[src/design/mm_pkg.sv]
package mm_pkg;

    // ****************************************
    // tile geometry
    // ****************************************
    localparam int tile_n        = 4;
    localparam int elem_w        = 8;
    localparam int acc_w         = 20;           // room for four 16b products
    localparam int idx_w         = $clog2(tile_n);
    localparam int beats_per_job = 2 * tile_n;   // A rows, then B columns
    localparam int beat_w        = $clog2(beats_per_job);

    // ****************************************
    // fixed latencies
    // ****************************************
    localparam int skew_lat       = tile_n;      // last lane of the skew
    // feed steps, skew, array diagonal, final accumulate
    localparam int compute_cycles = tile_n + skew_lat + 2 * tile_n - 2 + 1;
    localparam int cyc_w          = $clog2(compute_cycles);

    typedef logic [idx_w-1:0]  idx_t;
    typedef logic [beat_w-1:0] beat_t;
    typedef logic [cyc_w-1:0]  cyc_t;

    // lane 0 sits in the low bits
    typedef struct packed {
        logic signed [elem_w-1:0] e3;
        logic signed [elem_w-1:0] e2;
        logic signed [elem_w-1:0] e1;
        logic signed [elem_w-1:0] e0;
    } elem_vec_t;

    typedef struct packed {
        elem_vec_t vec;
    } load_beat_t;

    typedef struct packed {
        logic signed [acc_w-1:0] c3;
        logic signed [acc_w-1:0] c2;
        logic signed [acc_w-1:0] c1;
        logic signed [acc_w-1:0] c0;
    } acc_row_t;

    typedef struct packed {
        acc_row_t r3;
        acc_row_t r2;
        acc_row_t r1;
        acc_row_t r0;
    } acc_mat_t;

endpackage
[src/design/mm_tile.sv]
`timescale 1ns/1ps

module mm_tile (
    input  logic                clk,
    input  logic                rst_n,
    input  logic                in_req,
    input  mm_pkg::load_beat_t  in_beat,
    output logic                in_ack,
    output logic                out_req,
    output mm_pkg::acc_row_t    out_row,
    input  logic                out_ack
);

    logic              buf_wr;
    logic              buf_sel_b;
    logic              zero_feed;
    logic              adv_en;
    logic              acc_clr;
    logic              drain_load;
    logic              drain_shift;
    mm_pkg::idx_t      step_idx;
    mm_pkg::elem_vec_t a_step;
    mm_pkg::elem_vec_t b_step;
    mm_pkg::elem_vec_t a_skew;
    mm_pkg::elem_vec_t b_skew;
    mm_pkg::acc_mat_t  acc;

    // ****************************************
    // control
    // ****************************************
    tile_ctrl u_tile_ctrl (
        .clk         (clk),
        .rst_n       (rst_n),
        .in_req      (in_req),
        .in_ack      (in_ack),
        .out_req     (out_req),
        .out_ack     (out_ack),
        .buf_wr      (buf_wr),
        .buf_sel_b   (buf_sel_b),
        .step_idx    (step_idx),
        .zero_feed   (zero_feed),
        .adv_en      (adv_en),
        .acc_clr     (acc_clr),
        .drain_load  (drain_load),
        .drain_shift (drain_shift)
    );

    // ****************************************
    // datapath
    // ****************************************
    operand_buffer u_operand_buffer (
        .clk       (clk),
        .rst_n     (rst_n),
        .buf_wr    (buf_wr),
        .buf_sel_b (buf_sel_b),
        .in_beat   (in_beat),
        .step_idx  (step_idx),
        .zero_feed (zero_feed),
        .a_step    (a_step),
        .b_step    (b_step)
    );

    operand_skew u_skew_a (.clk(clk), .rst_n(rst_n), .en(adv_en), .din(a_step), .dout(a_skew));
    operand_skew u_skew_b (.clk(clk), .rst_n(rst_n), .en(adv_en), .din(b_step), .dout(b_skew));

    mac_array u_mac_array (
        .clk     (clk),
        .rst_n   (rst_n),
        .en      (adv_en),
        .acc_clr (acc_clr),
        .a_west  (a_skew),   // A rows enter from the west
        .b_north (b_skew),
        .acc     (acc)
    );

    result_drain u_result_drain (
        .clk         (clk),
        .rst_n       (rst_n),
        .drain_load  (drain_load),
        .drain_shift (drain_shift),
        .acc         (acc),
        .out_row     (out_row)
    );

endmodule

[src/design/tile_ctrl.sv]
`timescale 1ns/1ps

module tile_ctrl (
    input  logic          clk,
    input  logic          rst_n,
    input  logic          in_req,
    output logic          in_ack,
    output logic          out_req,
    input  logic          out_ack,
    output logic          buf_wr,
    output logic          buf_sel_b,
    output mm_pkg::idx_t  step_idx,
    output logic          zero_feed,
    output logic          adv_en,
    output logic          acc_clr,
    output logic          drain_load,
    output logic          drain_shift
);

    typedef enum logic [1:0] {
        st_load,
        st_compute,
        st_present,
        st_wait
    } state_t;

    state_t        state;
    mm_pkg::beat_t beat_cnt;
    mm_pkg::cyc_t  cyc_cnt;
    mm_pkg::idx_t  row_cnt;
    logic          last_beat;
    logic          last_cyc;
    logic          last_row;

    assign last_beat = (beat_cnt == '0);  // counter wrapped, all 8 beats in
    assign last_cyc  = (cyc_cnt == mm_pkg::cyc_t'(mm_pkg::compute_cycles - 1));
    assign last_row  = (row_cnt == mm_pkg::idx_t'(mm_pkg::tile_n - 1));

    // ****************************************
    // datapath strobes
    // ****************************************
    assign buf_wr    = (state == st_load) && in_req && !in_ack;
    assign buf_sel_b = beat_cnt[mm_pkg::beat_w-1];
    assign adv_en    = (state == st_compute) && !acc_clr;
    assign zero_feed = !((state == st_compute) && (cyc_cnt < mm_pkg::cyc_t'(mm_pkg::tile_n)));
    // holds at the last step while the skew flushes
    assign step_idx  = zero_feed ? mm_pkg::idx_t'(mm_pkg::tile_n - 1)
                                 : mm_pkg::idx_t'(cyc_cnt);

    // ****************************************
    // sequencer and both handshakes
    // ****************************************
    always_ff @(posedge clk) begin
        if (!rst_n) begin
            state       <= st_load;
            in_ack      <= 1'b0;
            out_req     <= 1'b0;
            acc_clr     <= 1'b0;
            drain_load  <= 1'b0;
            drain_shift <= 1'b0;
            beat_cnt    <= '0;
            cyc_cnt     <= '0;
            row_cnt     <= '0;
        end else begin
            case (state)
                st_load: begin
                    if (buf_wr) begin
                        in_ack   <= 1'b1;               // beat captured
                        beat_cnt <= beat_cnt + 1'b1;
                    end else if (in_ack && !in_req) begin
                        in_ack <= 1'b0;
                        if (last_beat) begin
                            state   <= st_compute;
                            acc_clr <= 1'b1;
                            cyc_cnt <= '0;
                        end
                    end
                end
                st_compute: begin
                    acc_clr <= 1'b0;
                    if (adv_en) begin
                        cyc_cnt <= cyc_cnt + 1'b1;
                        if (last_cyc) begin
                            state      <= st_present;
                            drain_load <= 1'b1;
                            row_cnt    <= '0;
                        end
                    end
                end
                st_present: begin
                    drain_load  <= 1'b0;
                    drain_shift <= 1'b0;
                    if (drain_load || drain_shift) begin
                        out_req <= 1'b1;                // row now stable
                    end else if (out_req && out_ack) begin
                        out_req <= 1'b0;
                        state   <= st_wait;
                    end
                end
                st_wait: begin
                    if (!out_ack) begin
                        if (last_row) begin
                            state <= st_load;           // ready for next job
                        end else begin
                            row_cnt     <= row_cnt + 1'b1;
                            drain_shift <= 1'b1;
                            state       <= st_present;
                        end
                    end
                end
                default: state <= st_load;
            endcase
        end
    end

endmodule

[src/design/result_drain.sv]
`timescale 1ns/1ps

module result_drain (
    input  logic              clk,
    input  logic              rst_n,
    input  logic              drain_load,
    input  logic              drain_shift,
    input  mm_pkg::acc_mat_t  acc,
    output mm_pkg::acc_row_t  out_row
);

    // row 0 in the low slot, leaves first
    mm_pkg::acc_row_t [mm_pkg::tile_n-1:0] shadow;

    always_ff @(posedge clk) begin
        if (!rst_n) begin
            shadow <= '0;
        end else if (drain_load) begin
            shadow <= acc;                              // snapshot of the array
        end else if (drain_shift) begin
            // next row moves up, top slot empties
            shadow <= {mm_pkg::acc_row_t'('0), shadow[mm_pkg::tile_n-1:1]};
        end
    end

    assign out_row = shadow[0];

endmodule

[src/design/mac_array.sv]
`timescale 1ns/1ps

module mac_array (
    input  logic               clk,
    input  logic               rst_n,
    input  logic               en,
    input  logic               acc_clr,
    input  mm_pkg::elem_vec_t  a_west,
    input  mm_pkg::elem_vec_t  b_north,
    output mm_pkg::acc_mat_t   acc
);

    logic [mm_pkg::tile_n-1:0][mm_pkg::elem_w-1:0] a_edge;
    logic [mm_pkg::tile_n-1:0][mm_pkg::elem_w-1:0] b_edge;

    // pass registers and accumulators, indexed [row][col]
    logic signed [mm_pkg::elem_w-1:0] a_q   [mm_pkg::tile_n][mm_pkg::tile_n];
    logic signed [mm_pkg::elem_w-1:0] b_q   [mm_pkg::tile_n][mm_pkg::tile_n];
    logic signed [mm_pkg::acc_w-1:0]  acc_q [mm_pkg::tile_n][mm_pkg::tile_n];

    logic [mm_pkg::tile_n-1:0][mm_pkg::tile_n-1:0][mm_pkg::acc_w-1:0] acc_flat;

    assign a_edge = a_west;
    assign b_edge = b_north;

    for (genvar i = 0; i < mm_pkg::tile_n; i++) begin : g_row
        for (genvar j = 0; j < mm_pkg::tile_n; j++) begin : g_col
            logic signed [mm_pkg::elem_w-1:0]   a_in;
            logic signed [mm_pkg::elem_w-1:0]   b_in;
            logic signed [2*mm_pkg::elem_w-1:0] prod;

            if (j == 0) begin : g_a_edge
                assign a_in = a_edge[i];
            end else begin : g_a_pass
                assign a_in = a_q[i][j-1];              // from the west neighbour
            end

            if (i == 0) begin : g_b_edge
                assign b_in = b_edge[j];
            end else begin : g_b_pass
                assign b_in = b_q[i-1][j];              // from the north neighbour
            end

            assign prod = a_in * b_in;

            always_ff @(posedge clk) begin
                if (!rst_n || acc_clr) begin
                    acc_q[i][j] <= '0;
                    a_q[i][j]   <= '0;
                    b_q[i][j]   <= '0;
                end else if (en) begin
                    acc_q[i][j] <= acc_q[i][j]
                        + {{(mm_pkg::acc_w - 2*mm_pkg::elem_w){prod[2*mm_pkg::elem_w-1]}},
                           prod};
                    a_q[i][j]   <= a_in;                // eastward
                    b_q[i][j]   <= b_in;                // southward
                end
            end

            assign acc_flat[i][j] = acc_q[i][j];
        end
    end

    assign acc = acc_flat;

endmodule

[src/design/operand_skew.sv]
`timescale 1ns/1ps

module operand_skew (
    input  logic               clk,
    input  logic               rst_n,
    input  logic               en,
    input  mm_pkg::elem_vec_t  din,
    output mm_pkg::elem_vec_t  dout
);

    logic [mm_pkg::tile_n-1:0][mm_pkg::elem_w-1:0] lane_in;
    logic [mm_pkg::tile_n-1:0][mm_pkg::elem_w-1:0] lane_out;

    assign lane_in = din;

    // lane i is a chain of i+1 registers, so the wavefront leaves diagonally
    for (genvar i = 0; i < mm_pkg::tile_n; i++) begin : g_lane
        logic [mm_pkg::elem_w-1:0] stage [i+1];

        always_ff @(posedge clk) begin
            if (!rst_n) begin
                for (int s = 0; s <= i; s++) begin
                    stage[s] <= '0;
                end
            end else if (en) begin
                stage[0] <= lane_in[i];                 // input -> chain
                for (int s = 1; s <= i; s++) begin
                    stage[s] <= stage[s-1];
                end
            end
        end

        assign lane_out[i] = stage[i];                  // chain tail
    end

    assign dout = lane_out;

endmodule

[src/design/operand_buffer.sv]
`timescale 1ns/1ps

module operand_buffer (
    input  logic                   clk,
    input  logic                   rst_n,
    input  logic                   buf_wr,
    input  logic                   buf_sel_b,
    input  mm_pkg::load_beat_t     in_beat,
    input  mm_pkg::idx_t           step_idx,
    input  logic                   zero_feed,
    output mm_pkg::elem_vec_t      a_step,
    output mm_pkg::elem_vec_t      b_step
);

    // A kept by rows, B kept by columns
    logic [mm_pkg::tile_n-1:0][mm_pkg::elem_w-1:0] a_mem [mm_pkg::tile_n];
    logic [mm_pkg::tile_n-1:0][mm_pkg::elem_w-1:0] b_mem [mm_pkg::tile_n];

    logic [mm_pkg::tile_n-1:0][mm_pkg::elem_w-1:0] a_lane;
    logic [mm_pkg::tile_n-1:0][mm_pkg::elem_w-1:0] b_lane;

    mm_pkg::idx_t wr_ptr;
    mm_pkg::idx_t wr_idx;
    logic         last_sel;

    // pointer restarts whenever the host switches from A to B or back
    assign wr_idx = (buf_sel_b != last_sel) ? '0 : wr_ptr;

    always_ff @(posedge clk) begin
        if (!rst_n) begin
            wr_ptr   <= '0;
            last_sel <= 1'b0;
        end else if (buf_wr) begin
            wr_ptr   <= wr_idx + 1'b1;
            last_sel <= buf_sel_b;
        end
    end

    always_ff @(posedge clk) begin
        if (buf_wr) begin
            if (buf_sel_b) begin
                b_mem[wr_idx] <= in_beat.vec;
            end else begin
                a_mem[wr_idx] <= in_beat.vec;
            end
        end
    end

    // transposed read, lane i of A column k is a[i][k]
    always_comb begin
        for (int i = 0; i < mm_pkg::tile_n; i++) begin
            a_lane[i] = zero_feed ? '0 : a_mem[i][step_idx];
            b_lane[i] = zero_feed ? '0 : b_mem[i][step_idx];   // b[k][i]
        end
    end

    assign a_step = a_lane;
    assign b_step = b_lane;

endmodule

[config.mk]
export PLATFORM = sky130hd
export DESIGN_NAME = mm_tile
export DESIGN_NICKNAME = d
export VERILOG_FILES = /design/src/design/mm_pkg.sv /design/src/design/mm_tile.sv /design/src/design/tile_ctrl.sv /design/src/design/result_drain.sv /design/src/design/mac_array.sv /design/src/design/operand_skew.sv /design/src/design/operand_buffer.sv
export SDC_FILE = /design/constraint.sdc
export NUM_CORES = 2
export LEC_CHECK = 0
export ABC_AREA = 1
export BUFFER_PORTS_ARGS = -buffer_cell sky130_fd_sc_hd__buf_4
export CORE_UTILIZATION = 59
export CTS_CLUSTER_SIZE = 12
export DETAILED_ROUTE_END_ITERATION = 8
export PLACE_DENSITY = 0.78
export SYNTH_ARGS = -nofsm -noshare
export SYNTH_HDL_FRONTEND = slang
export SYNTH_SLANG_ARGS = --single-unit
[constraint.sdc]
create_clock -name clk -period 17.89 [get_ports clk]
set_clock_uncertainty 0.05 [all_clocks]
set_input_delay 0.8945 -clock clk [delete_from_list [all_inputs] [get_ports clk]]
set_output_delay 0.8945 -clock clk [all_outputs]
set_load 0.005 [all_outputs]
# Yosys cells after proc, flatten, opt, wreduce, memory -nomap -nowiden
# Memory sizes are Yosys's and may differ from the RTL's.
# Cells that the tools add are included.
[totals]
regBits = 339
mem_bits_rw = 992
input_bits = 36
output_inout_bits = 82
word_cells = 337
mem_count = 13
[memory_table]
columns = ["name", "words", "width", "rd", "rd_ports_with_merged_regs", "write_ports", "line", "rtl"]
rows = [
  ["u_mac_array.acc_q", 4, 80, 4, 0, 4, "mac_array.sv:19", "logic signed [mm_pkg::acc_w-1:0] acc_q [mm_pkg::tile_n][mm_pkg::tile_n];"],
  ["u_mac_array.a_q", 4, 32, 4, 0, 4, "mac_array.sv:17", "logic signed [mm_pkg::elem_w-1:0] a_q [mm_pkg::tile_n][mm_pkg::tile_n];"],
  ["u_mac_array.b_q", 4, 32, 3, 0, 4, "mac_array.sv:18", "logic signed [mm_pkg::elem_w-1:0] b_q [mm_pkg::tile_n][mm_pkg::tile_n];"],
  ["u_operand_buffer.a_mem", 4, 32, 4, 0, 1, "operand_buffer.sv:16", "logic [mm_pkg::tile_n-1:0][mm_pkg::elem_w-1:0] a_mem [mm_pkg::tile_n];"],
  ["u_operand_buffer.b_mem", 4, 32, 4, 0, 1, "operand_buffer.sv:17", "logic [mm_pkg::tile_n-1:0][mm_pkg::elem_w-1:0] b_mem [mm_pkg::tile_n];"],
  ["u_skew_a.g_lane[3].stage", 4, 8, 4, 0, 4, "operand_skew.sv:18", "logic [mm_pkg::elem_w-1:0] stage [i+1];"],
  ["7 more memories", "--", "--", "--", "--", "--", "--", ""],
]
[op_classes]
add_sub_neg = 20
multipliers = 16
n_lt_le_gt_ge = 2
eq_ne = 15
n_mux = 146
bitwise_logic = 66
reduce_logical = 32
[ops]
columns = ["cell", "n"]
rows = [
  ["$mux 320", 2],
  ["$mux 8", 68],
  ["$add 20x20->20", 16],
  ["$mux 20", 16],
  ["$mul 8x8->16", 16],
  ["$bmux 8 s2", 8],
  ["$or 1x1->1", 66],
  ["$mux 2", 15],
  ["$mux 1", 27],
  ["$mux 4", 4],
  ["$reduce_or 8->1", 2],
  ["$reduce_bool 2->1", 7],
  ["$ne 2x2->1 const B", 6],
  ["$reduce_and 5->1", 2],
  ["$pmux 2 s4", 1],
  ["$pmux 4 s2", 1],
  ["$reduce_and 8->1", 1],
  ["$eq 2x2->1 const B", 3],
  ["$logic_and 1x1->1", 6],
  ["$ne 2x1->1 const B", 3],
  ["$pmux 1 s2", 3],
  ["$reduce_and 2->1", 3],
  ["$reduce_and 3->1", 2],
  ["$add 2x1->2 const B", 2],
  ["13 further kinds", 17],
]

# Logic depth before layout (Yosys ltp)
[depth]
word_depth = 7
depth_mapped = 33
depth_no_buf = 32

# Cells and area by module
# From an unflattened synthesis, not the netlist that was laid out.
[unflattened]
cells_unflattened = 14203
area_unflattened_um2 = 111200.4
[modules_own_cells]
columns = ["mod", "n_inst", "cells_per_inst", "area_each_um2", "seq_area_each_um2"]
rows = [
  ["mac_array", 1, 10241, 77882.2, 15374.7],
  ["result_drain", 1, 2245, 14896.8, 6406.1],
  ["operand_buffer", 1, 1051, 11046.8, 7747.4],
  ["operand_skew", 2, 267, 3236.9, 2402.3],
  ["tile_ctrl", 1, 132, 900.9, 320.3],
]

# Worst setup path after synthesis
# No wires, ideal clock.
[synth_path]
kind = "input to register"
startpoint = "input port rst_n"
endpoint = "memory u_mac_array.a_q[0][10] (netlist bit) (enable)"
setup_ns = 4.930
arrival_time_ns = 13.000
required_ns = 12.910
setup_slack_ns = -0.090
stages = 4
path_buffers = 3
path_cell_list = "clkbuf_1 -> clkbuf_1 -> clkbuf_1 -> nand3_1"
[synth_rtl]
columns = ["item", "line", "rtl"]
rows = [
  ["start, declared", "mm_tile.sv:5", "input logic rst_n,"],
  ["end, declared", "mac_array.sv:17", ""],
]

==> metrics.md <==
| Metric | Value |
|---|---|
| Status | `complete, no violations` |
| Via/cell ratio | `5.492` |
| EDFF count, synth | `928` |
| Die width | `429.4 µm` |
| CTS tree | `built` |
| Fin. Hold Viols | `0` |
| Vias post-DR | `85910` |
| Layout Cells excl Fill | `15640` |
| Avg Inst Size Synth | `8.036 µm²` |
| Multi-input logic area | `59050 µm²` |
| Top cells by count, synth | `inv_1, nand2_1, nor2_1, edfxtp_1, a21oi_1` |
| Die area | `184400 µm²` |
| HPWL after DPL | `214.3 mm` |
| Post-Place Cells | `15380` |
| Layout area overhead | `6.228%` |
| Post-cts sizing count | `0` |
| H-tree level count | `4` |
| Hold Buf Count CTS | `0` |
| Clock transition at path regs | `0.06 ns` |
| Max Cap Viol | `0` |
| Syn_nets | `15160` |
| Critical path endpoint category | `flop` |
| Nature of the critical path startpoint | `flop` |
| Min Tclk post-route | `6.266 ns` |
| Worst EP required | `18.52 ns` |
| Routed WL | `280.3 mm` |
| Core area | `181100 µm²` |
| WS Path Type | `reg2reg` |
| Slew Limit Fails | `0` |
| Synth area leaders | `edfxtp_1, fa_1, inv_1, nand2_1, ha_1` |
| Post-Synthesis Cells | `13410` |
| Relative slew slack | `27.50%` |
| Initial Util | `59.51%` |
| Ports | `118` |
| Gr ovfl total | `0` |
| Post-synth top area cell | `edfxtp_1` |
| Pin count of the biggest net entering global routing | `172` |
| Setup TNS | `0 ns` |
| Clk_lat worst skew | `0.84 ns` |
| GRT Total Usage | `30.69%` |
| Finish-stage setup viols | `0` |
| Layout cells sized above 1 | `3.225%` |
| Design area | `114500 µm²` |
| Peak Freq | `0.1596 GHz` |
| Die Span Y | `429.4 µm` |
| Synth Register Bits | `1267` |
| CTS Buf Count | `145` |
| Vias in the first global route | `86950` |
| ANT nets after route | `0` |
| Ys async rst share | `0%` |
| Yosys Warn Count | `0` |
| Critical Path AT | `6.90 ns` |
| First drt pass iteration count | `6` |
| Mapped cell area | `107800 µm²` |
| Global-route wire length before repair | `451.5 mm` |
| CTS Buffer Depth | `3` |
| Max Fanout on Critical Path | `9` |
| Initial antenna violation count | `0` |
| Gpl congestion | `0.9602` |
| Detail-routed net length per standard cell | `17.92 µm` |
| Initial drt markers | `7130` |
| Port Buffer Count | `117` |
| Worst Tran Pin Value | `1.088 ns` |
| Post-synth cell types | `48` |
| Clock tree root driver cell | `clkbuf_16` |
| Std cell rows | `156` |
| Yosys top cell area share | `25.85%` |
| Reg area | `34660 µm²` |
| Placed cell area | `109600 µm²` |
| Fill count | `15240` |
| Nets | `14900` |
| Fin crit share | `35.03%` |
| Postcts setup bufs | `0` |
| Tightest Hold Check Type | `in2reg` |
| Post-synthesis sequential area ratio | `32.15%` |
| Total DRC errors in the routed layout | `0` |
| Sink Count | `1267` |
| RSZ-0062 raised after global routing | `no` |
| Top_reg_cell synth | `edfxtp_1` |
| Most numerous cell in the Yosys netlist | `inv_1` |
metal layers:
| layer | GRT usage [%] | vias up | routed length, µm |
|---|---|---|---|
| met5 | 0 | - | 0 |
| met4 | 15.32 | 0 | 15240 |
| met3 | 3.126 | 637 | 16240 |
| met2 | 53.32 | 2988 | 137300 |
| met1 | 38.08 | 41200 | 111500 |
| li1 | - | 41080 | - |
worst paths after layout:
| kind | startpoint | to | slack, ns | depth (start not counted) |
|---|---|---|---|---|
| setup / recovery | u_mac_array.b_q[0][8]$_SDFFCE_PN0P_ | u_mac_array.acc_q[1][38]$_SDFFCE_PN0P_ | 11.62 | 26 |
| hold / removal | in_beat[4] | u_operand_buffer.b_mem[1][4]$_DFFE_PP_ | 0.26 | 1 |
| setup reg to reg | u_mac_array.b_q[0][8]$_SDFFCE_PN0P_ | u_mac_array.acc_q[1][38]$_SDFFCE_PN0P_ | 11.62 | 26 |
| hold reg to reg | u_result_drain.shadow[305]$_SDFFE_PN0N_ | u_result_drain.shadow[305]$_SDFFE_PN0N_ | 0.41 | 2 |
state kept, by name, indices dropped and copies added (netlist names), 2 cells and up:
register                 cells
u_tile_ctrl.state            2
u_mac_array.b_q             96
u_mac_array.a_q             96
u_tile_ctrl.row_cnt          2
u_result_drain.out_row      80
u_operand_buffer.a_mem     128
u_skew_b.g_lane.stage       80
u_operand_buffer.wr_ptr      2
u_skew_a.g_lane.stage       80
u_tile_ctrl.beat_cnt         3
u_result_drain.shadow      240
u_operand_buffer.b_mem     128
u_mac_array.acc_q          320
u_tile_ctrl.cyc_cnt          4
cell usage in the layout, fill, tap and decap left out, types with 40 or more instances in the layout:
master     Yosys  final
nor2_1       951    943
inv_1       3079   3079
clkbuf_16      0    152
nand3_1      468    467
nor3_1        56     56
edfxtp_1     928    928
a22oi_1       40     40
o21bai_1      88     88
fa_1         896    896
xor2_1       113    113
clkbuf_1     392     46
a21o_1        69     69
a21oi_1      922    922
o21ai_0      610    609
ha_1         809    809
xnor2_1       92     92
nand2_1     3000   2999
buf_4         92    160
nand4_1       74     74
a31oi_1       77     77
dfxtp_1      339    337
kinds of logic after synthesis:
group	after synthesis	synth area share, %
AND/OR/NAND/NOR	4623	17.10
XOR/XNOR	205	1.666
flip-flops	1267	32.15
adder cells (fa/ha/maj)	1705	26.03
AO/OA/AOI/OAI	1958	9.926
buffers and inverters	3656	13.13
worst max-delay path: stages (launching register included):
cell,delay [ns]
edfxtp_1,0.54
nand2_1,0.13
inv_1,0.07
ha_1,0.35
inv_1,0.15
fa_1,0.51
inv_1,0.06
fa_1,0.53
inv_1,0.05
fa_1,0.48
inv_1,0.05
ha_1,0.33
a21oi_1,0.22
a21boi_0,0.30
o21ai_0,0.20
a21oi_1,0.20
xor2_1,0.16
inv_1,0.07
ha_1,0.37
nand2_1,0.12
inv_1,0.09
nand3_1,0.09
nor3_1,0.34
nand4_1,0.18
nand3_1,0.18
o21ai_0,0.11
a21oi_1,0.18
final cells by class:
class / count / share of cell area (%)
multi-input combinational: 8491 / 51.57
sequential: 1267 / 30.27
inverter: 3090 / 10.14
clock buffer: 208 / 3.593
tap: 2370 / 2.590
timing repair buffer: 165 / 1.129
clock inverter: 51 / 0.7113
antenna: 1 / 0.002185
stage by stage:
step | utilization, % | worst slack, ns | hold WS (ns)
floorplan | - | 5.087 | 0.3801
global placement | 60.50 | 11.79 | 0.3938
detailed placement | 60.50 | 11.78 | 0.4048
CTS | 63.22 | 11.75 | 0.2199
global route | 63.22 | 11.14 | 0.2344
finish | 63.22 | 11.62 | 0.2575
Power is left out: the tool's default activity adds up to more than one toggle a clock period on the data nets, which glitch-free logic cannot reach.
